===== config.mk =====
export PLATFORM = sky130hd
export DESIGN_NAME = calc_top
export DESIGN_NICKNAME = d
export VERILOG_FILES = /design/src/calc_pkg.sv /design/src/add_sub_unit.sv /design/src/calc_controller.sv /design/src/calc_top.sv /design/src/shift_add_multiplier.sv
export VERILOG_INCLUDE_DIRS = /design/src /design/src/include
export SDC_FILE = /design/constraint.sdc
export NUM_CORES = 1
export LEC_CHECK = 0
export BUFFER_PORTS_ARGS = -buffer_cell sky130_fd_sc_hd__buf_2
export CAP_MARGIN = 15
export CORE_MARGIN = 5
export CORE_UTILIZATION = 62
export DETAILED_ROUTE_END_ITERATION = 12
export PLACE_DENSITY_LB_ADDON = 0.12
export SKIP_CTS_REPAIR_TIMING = 1
export SYNTH_ARGS = -nofsm -noshare
export SYNTH_HDL_FRONTEND = slang
export SYNTH_SLANG_ARGS = --single-unit

===== constraint.sdc =====
create_clock -name clk -period 7.15 [get_ports clk]
set_input_delay 0 -clock clk [delete_from_list [all_inputs] [get_ports clk]]
set_output_delay 0 -clock clk [all_outputs]
set_load 0.02 [all_outputs]

===== src/include/calc_defines.svh =====
`ifndef CALC_DEFINES_SVH
`define CALC_DEFINES_SVH

// Datapath width, all arithmetic wraps modulo 2^CALC_WIDTH
`define CALC_WIDTH 16

`define DIGIT_WIDTH 4                  // One keypad digit
`define MAX_DIGIT   9                  // Codes above this are ignored

`define OP_WIDTH 3                     // One-hot operator code
`define OP_ADD   3'b001
`define OP_SUB   3'b010
`define OP_MUL   3'b100

`endif


===== src/calc_pkg.sv =====
`include "calc_defines.svh"

package calc_pkg;

    // Operand and result word
    typedef logic [`CALC_WIDTH-1:0] word_t;

    typedef logic [`DIGIT_WIDTH-1:0] digit_t;    // Keypad digit code

    typedef logic [`OP_WIDTH-1:0] op_t;          // One-hot operator

endpackage


===== src/add_sub_unit.sv =====
`include "calc_defines.svh"

module add_sub_unit import calc_pkg::*; #(
    parameter int SLICE_WIDTH = 4
) (
    input  logic  clk,
    input  logic  nRST,
    input  logic  as_start,
    input  word_t as_a,
    input  word_t as_b,
    input  logic  as_sub,
    output word_t as_result,
    output logic  as_done
);
    localparam int NUM_SLICES = `CALC_WIDTH / SLICE_WIDTH;
    localparam int CNT_W      = (NUM_SLICES > 1) ? $clog2(NUM_SLICES) : 1;

    word_t                  a_q, b_q, res_q;
    word_t                  b_in, a_src, b_src;
    logic                   carry_q, active_q, done_q;
    logic [CNT_W-1:0]       left_q;            // Slices still to add
    logic [SLICE_WIDTH:0]   slice_sum;
    logic                   cin, step, last;

    // The start cycle already adds slice 0 straight from the inputs
    always_comb begin
        b_in      = as_sub ? ~as_b : as_b;     // Two's complement with cin
        a_src     = as_start ? as_a : a_q;
        b_src     = as_start ? b_in : b_q;
        cin       = as_start ? as_sub : carry_q;
        slice_sum = {1'b0, a_src[SLICE_WIDTH-1:0]} + {1'b0, b_src[SLICE_WIDTH-1:0]}
                  + {{SLICE_WIDTH{1'b0}}, cin};
    end

    assign step = as_start || active_q;
    assign last = as_start ? (NUM_SLICES == 1) : (left_q == CNT_W'(1));

    always_ff @(posedge clk or negedge nRST) begin
        if (!nRST) begin
            active_q <= 1'b0;
            done_q   <= 1'b0;
            left_q   <= '0;
        end else begin
            active_q <= step && !last;
            done_q   <= step && last;          // Single cycle pulse
            if (step)
                left_q <= as_start ? CNT_W'(NUM_SLICES - 1) : left_q - 1'b1;
        end
    end

    always_ff @(posedge clk) begin
        if (step) begin
            a_q     <= a_src >> SLICE_WIDTH;
            b_q     <= b_src >> SLICE_WIDTH;
            carry_q <= slice_sum[SLICE_WIDTH];   // Ripple into next slice
            res_q   <= {slice_sum[SLICE_WIDTH-1:0], res_q[`CALC_WIDTH-1:SLICE_WIDTH]};
        end
    end

    assign as_result = res_q;
    assign as_done   = done_q;

endmodule


===== src/calc_controller.sv =====
`include "calc_defines.svh"

module calc_controller import calc_pkg::*; (
    input  logic   clk,
    input  logic   nRST,
    input  digit_t key_digit,
    input  logic   key_valid,
    input  op_t    op_code,
    input  logic   op_valid,
    input  logic   equal,
    output logic   busy,
    output logic   complete,
    output word_t  display,
    output word_t  as_a,
    output word_t  as_b,
    output logic   as_sub,
    output logic   as_start,
    input  word_t  as_result,
    input  logic   as_done,
    output word_t  mul_a,
    output word_t  mul_b,
    output logic   mul_start,
    input  word_t  mul_result,
    input  logic   mul_done
);
    typedef enum logic [2:0] {
        GET_FIRST   = 3'd0,
        GET_SECOND  = 3'd1,
        SCALE_WAIT  = 3'd2,                    // Operand times ten on multiplier
        CALC_WAIT   = 3'd3,
        SHOW_RESULT = 3'd4
    } calc_state_e;

    calc_state_e state_q, state_d;

    word_t  operand_a, operand_b;
    op_t    op_q;
    digit_t digit_q;
    logic   scale_second;                      // Digit belongs to operand b

    logic   entry_state;
    logic   digit_ok, op_ok;
    logic   accept_digit, accept_op, dispatch, unit_done;

    // SHOW_RESULT is not busy, so it takes the next entry like GET_FIRST
    assign entry_state  = (state_q == GET_FIRST) || (state_q == GET_SECOND)
                       || (state_q == SHOW_RESULT);
    assign digit_ok     = (key_digit <= `DIGIT_WIDTH'(`MAX_DIGIT));
    assign op_ok        = (op_code == `OP_ADD) || (op_code == `OP_SUB)
                       || (op_code == `OP_MUL);

    assign accept_digit = key_valid && digit_ok && entry_state;
    assign accept_op    = !accept_digit && op_valid && op_ok
                       && (state_q == GET_FIRST || state_q == SHOW_RESULT);
    assign dispatch     = !accept_digit && equal && (state_q == GET_SECOND);
    assign unit_done    = as_done || mul_done;

    always_comb begin
        state_d = state_q;
        case (state_q)
            GET_FIRST, GET_SECOND, SHOW_RESULT: begin
                if (accept_digit)
                    state_d = SCALE_WAIT;
                else if (accept_op)
                    state_d = GET_SECOND;
                else if (dispatch)
                    state_d = CALC_WAIT;
                else if (state_q == SHOW_RESULT)
                    state_d = GET_FIRST;
            end
            SCALE_WAIT: begin
                if (mul_done)
                    state_d = scale_second ? GET_SECOND : GET_FIRST;
            end
            CALC_WAIT: begin
                if (unit_done)
                    state_d = SHOW_RESULT;
            end
            default: state_d = GET_FIRST;
        endcase
    end

    always_ff @(posedge clk or negedge nRST) begin
        if (!nRST) begin
            state_q      <= GET_FIRST;
            operand_a    <= '0;
            operand_b    <= '0;
            op_q         <= `OP_ADD;
            scale_second <= 1'b0;
            display      <= '0;
            as_start     <= 1'b0;
            mul_start    <= 1'b0;
        end else begin
            state_q   <= state_d;
            as_start  <= dispatch && (op_q != `OP_MUL);
            mul_start <= accept_digit || (dispatch && (op_q == `OP_MUL));

            if (accept_digit)
                scale_second <= (state_q == GET_SECOND);
            if (accept_op)
                op_q <= op_code;

            // New operand value is product plus the held digit
            if (state_q == SCALE_WAIT && mul_done) begin
                if (scale_second)
                    operand_b <= mul_result + word_t'(digit_q);
                else
                    operand_a <= mul_result + word_t'(digit_q);
            end

            if (state_q == CALC_WAIT && unit_done) begin
                display   <= as_done ? as_result : mul_result;
                operand_a <= '0;               // Ready for the next entry
                operand_b <= '0;
            end
        end
    end

    // Unit operands, held until the unit reports done
    always_ff @(posedge clk) begin
        if (accept_digit) begin
            digit_q <= key_digit;
            mul_a   <= (state_q == GET_SECOND) ? operand_b : operand_a;
            mul_b   <= word_t'(10);
        end else if (dispatch) begin
            as_a   <= operand_a;
            as_b   <= operand_b;
            as_sub <= (op_q == `OP_SUB);
            mul_a  <= operand_a;
            mul_b  <= operand_b;
        end
    end

    assign busy     = (state_q == SCALE_WAIT) || (state_q == CALC_WAIT);
    assign complete = (state_q == SHOW_RESULT);

endmodule


===== src/calc_top.sv =====
module calc_top import calc_pkg::*; (
    input  logic   clk,
    input  logic   nRST,
    input  digit_t key_digit,
    input  logic   key_valid,
    input  op_t    op_code,
    input  logic   op_valid,
    input  logic   equal,
    output logic   busy,
    output logic   complete,
    output word_t  display
);
    word_t as_a, as_b, as_result;
    logic  as_sub, as_start, as_done;
    word_t mul_a, mul_b, mul_result;
    logic  mul_start, mul_done;

    calc_controller u_ctrl (
        .clk        (clk),
        .nRST       (nRST),
        .key_digit  (key_digit),
        .key_valid  (key_valid),
        .op_code    (op_code),
        .op_valid   (op_valid),
        .equal      (equal),
        .busy       (busy),
        .complete   (complete),
        .display    (display),
        .as_a       (as_a),
        .as_b       (as_b),
        .as_sub     (as_sub),
        .as_start   (as_start),
        .as_result  (as_result),
        .as_done    (as_done),
        .mul_a      (mul_a),
        .mul_b      (mul_b),
        .mul_start  (mul_start),
        .mul_result (mul_result),
        .mul_done   (mul_done)
    );

    add_sub_unit #(.SLICE_WIDTH(4)) u_add_sub (
        .clk       (clk),
        .nRST      (nRST),
        .as_start  (as_start),
        .as_a      (as_a),
        .as_b      (as_b),
        .as_sub    (as_sub),
        .as_result (as_result),
        .as_done   (as_done)
    );

    shift_add_multiplier u_mul (
        .clk        (clk),
        .nRST       (nRST),
        .mul_start  (mul_start),
        .mul_a      (mul_a),
        .mul_b      (mul_b),
        .mul_result (mul_result),
        .mul_done   (mul_done)
    );

endmodule


===== src/shift_add_multiplier.sv =====
module shift_add_multiplier import calc_pkg::*; (
    input  logic  clk,
    input  logic  nRST,
    input  logic  mul_start,
    input  word_t mul_a,
    input  word_t mul_b,
    output word_t mul_result,
    output logic  mul_done
);
    word_t acc_q, mcand_q, mplier_q;
    word_t acc_in, mcand_in, mplier_in;
    word_t acc_next, mplier_next;
    logic  active_q, done_q;
    logic  step;

    // First step runs in the start cycle on the raw inputs
    always_comb begin
        acc_in    = mul_start ? '0 : acc_q;
        mcand_in  = mul_start ? mul_a : mcand_q;
        mplier_in = mul_start ? mul_b : mplier_q;

        if (mplier_in[0])
            acc_next = acc_in + mcand_in;      // Partial product, wraps
        else
            acc_next = acc_in;

        mplier_next = mplier_in >> 1;
    end

    assign step = mul_start || active_q;

    // Stop as soon as no multiplier bits are left
    always_ff @(posedge clk or negedge nRST) begin
        if (!nRST) begin
            active_q <= 1'b0;
            done_q   <= 1'b0;
        end else begin
            active_q <= step && (mplier_next != '0);
            done_q   <= step && (mplier_next == '0);
        end
    end

    always_ff @(posedge clk) begin
        if (step) begin
            acc_q    <= acc_next;
            mcand_q  <= mcand_in << 1;         // Upper bits fall off
            mplier_q <= mplier_next;
        end
    end

    assign mul_result = acc_q;                 // Low 16 bits of product
    assign mul_done   = done_q;

endmodule


==> impl_metrics.json <==
{
  "ff2ff_setup_slack_ns": 3.87,
  "fmax_ghz": 0.305,
  "setup_ws_ns": 3.87,
  "ant_nets": 0,
  "groute.usage.overall": 0.242,
  "die_area_sq_um": 18800,
  "grt_pass1_wl_mm": 34.9,
  "post-place-ws_ns": 3.90,
  "fp-row-count": 46,
  "die_w_um": 137,
  "final_common_cell": "edfxtp_1",
  "ys_seq_area_frac": 0.607,
  "slew_violations": 0,
  "required_ns": 7.41,
  "leakage_nw": 4.43,
  "insertion_delay_ns": 0.51,
  "clock_skew_ns": 0.0109,
  "min_from": "op_valid",
  "syn_nets": 848,
  "first_pass_iters": 5,
  "layout_common_cells": "edfxtp_1, nand2_1, dfrtp_1, mux2_2, o21ai_0",
  "crit_fanout": 57,
  "finalSetupViolCount": 0,
  "endpoint_kind": "flip-flop",
  "routed_via_density": 5.98,
  "ys_ff_latch": 219,
  "postLayoutCoreUtil": 0.705,
  "irDropWorstVdd_v": 0.000316,
  "vias": 6412,
  "cts_tree": "built",
  "startpoint_type": "flip-flop",
  "synth_cell_type_count": 64,
  "holdWs_ns": -0.00979,
  "min_period_ns": 3.28,
  "cts_root_buf": "clkbuf_16",
  "drc": 0,
  "cts_buffers": 23,
  "slowest_delay_ns": 0.51,
  "cp.arrival_ns": 3.53,
  "hold_violations": 1,
  "path_class": "reg2reg",
  "max-slew-margin-rel": 0.362,
  "avgSynthCellArea_sq_um": 12.4,
  "reg2reg_depth": 9,
  "detail_route.wl_per_cell_um": 20.8,
  "hold_end": "u_ctrl.state_q[0]",
  "final_cell_count_no_fill": 1072,
  "io_pins": 30,
  "reg2reg_from": "u_ctrl.mul_start",
  "grt_max_degree": 64,
  "nNetsFinal": 877,
  "tightest_slew_ns": 0.955,
  "slowest_stage": "buf_4",
  "drtIter0Drc": 591,
  "fin_crit_sh": 0.459,
  "clock-sinks": 219,
  "coreArea_sq_um": 15900,
  "htree_levels": 1,
  "grt_antenna_before_repair": 0,
  "dp.cells": 1021,
  "die_h_um": 137,
  "crit_chain": "buf_4, mux2_2, ha_1, a2111oi_4, o21a_4, o22ai_2, mux2i_1, nor3b_1, a311o_1",
  "io_buffers": 29,
  "clock_path_buffers": 3,
  "failed_checks": "negative hold slack",
  "tns_ns": 0,
  "p_per_area_nw_per_um2": 497,
  "drive_gt1_frac": 0.169,
  "rsz0062_at_grt": "false",
  "synth-edff-count": 140,
  "synth_area_sq_um": 10000,
  "yosysWarnings": 0,
  "drt-total-wl_mm": 22.3,
  "clk_pin_slew_ns": 0.06,
  "area_delta_synth_final_pct": 11.5,
  "globalplace.congestion": 0.895,
  "synthArstFlopShare": 0.288,
  "synth_cells": 810,
  "synth_flop_cell": "edfxtp_1",
  "total_power_w": 0.00557,
  "start_util": 0.632,
  "hold_path_depth": 4,
  "grt.overflow.total": 0,
  "reg2reg_to": "u_mul.mul_result[15]",
  "hold_path.class": "in2reg",
  "status": "complete, but fails checks",
  "maxCapViolations": 0,
  "n_antenna_cell": 0,
  "grt_pass1_vias": 6325,
  "post-dp-hpwl_mm": 15.3
}
metrics by stage:
stage	area [sq um]	hold WS (ns)
global placement	10300	0.196
CTS	11100	-0.319
finish	11200	-0.00979
detailed placement	10300	0.199
floorplan	10000	-0.296
global route	11200	0.0201
critical path, delay by kind of cell, from the launching register on:
kind / cells / cell delay, ns
adder cells (fa/ha/maj): 1 / 0.38
AND/OR/NAND/NOR: 1 / 0.15
multiplexers: 2 / 0.59
AO/OA/AOI/OAI: 4 / 1.02
buffers and inverters: 1 / 0.51
flip-flops: 1 / 0.34
cells in the mapped netlist, drive strengths merged, types with 13 or more instances:
cell,n,share of area
o21ai,55,0.027
xnor2,34,0.030
dfrtp,62,0.15
inv,16,0.0060
o31ai,14,0.010
clkbuf,25,0.0095
nand3,13,0.0065
ha,22,0.027
nand2,106,0.040
dfxtp,16,0.032
nor2b,17,0.011
mux2i,20,0.020
buf,18,0.0092
mux2,59,0.066
edfxtp,140,0.42
a21oi,41,0.021
nor2,32,0.012
registers in the layout, indices dropped and copies added (netlist names), 2 cells and up, named ones only:
name	flops
u_add_sub.b_q	12
u_ctrl.operand_b	16
u_add_sub.as_result	16
u_ctrl.as_a	16
u_ctrl.digit_q	4
u_ctrl.operand_a	16
u_ctrl.as_b	16
u_ctrl.mul_b	16
u_ctrl.state_q	3
u_ctrl.op_q	3
u_mul.mul_result	15
u_ctrl.mul_a	16
u_mul.mplier_q	15
u_ctrl.display	16
u_add_sub.left_q	2
u_mul.mcand_q	15
u_add_sub.a_q	12
cells by family after synthesis:
group,Yosys count,synth area share
fa+ha+maj,26,0.0354
simple gates,216,0.101
other cells,1,0.000373
xor+xnor,42,0.0366
flops,219,0.607
buf+inv,60,0.0250
compound gates,167,0.108
mux,79,0.0861
area by class of cell:
type | instances | area (sq um)
Timing Repair Buffer | 47 | 303
Sequential cell | 219 | 6100
Multi-Input combinational cell | 531 | 3690
Inverter | 17 | 63.8
Tap cell | 216 | 270
Fill cell | 1116 | 4680
Clock inverter | 8 | 41.3
Clock buffer | 34 | 729
how the worst max path moves through the flow:
| stage | startpoint | endpoint |
|---|---|---|
| floorplan | u_ctrl.mul_start | u_mul.mul_result[15] |
| global placement | u_ctrl.mul_start | u_mul.mul_result[15] |
| detailed placement | u_ctrl.mul_start | u_mul.mul_result[15] |
| CTS | u_ctrl.mul_start | u_mul.mul_result[15] |
| global route | u_ctrl.mul_start | u_mul.mul_result[15] |
| finish | u_ctrl.mul_start | u_mul.mul_result[15] |
where the power goes:
part	leakage, nW	internal (W)	switching, W	total, W
Sequential	2.32	0.00199	0.000412	0.00241
Clock	0.388	0.000705	0.000481	0.00119
Combinational	1.72	0.000847	0.00113	0.00198
layer usage:
| layer | GRT usage | up-vias | wire (um) |
|---|---|---|---|
| met3 | 0.0325 | 43 | 1280 |
| met5 | 0 | - | 0 |
| met2 | 0.381 | 201 | 10400 |
| met4 | 0.0748 | 0 | 695 |
| li1 | - | 3003 | - |
| met1 | 0.356 | 3165 | 9860 |
No activity file was read; power rests on OpenSTA's default activity.
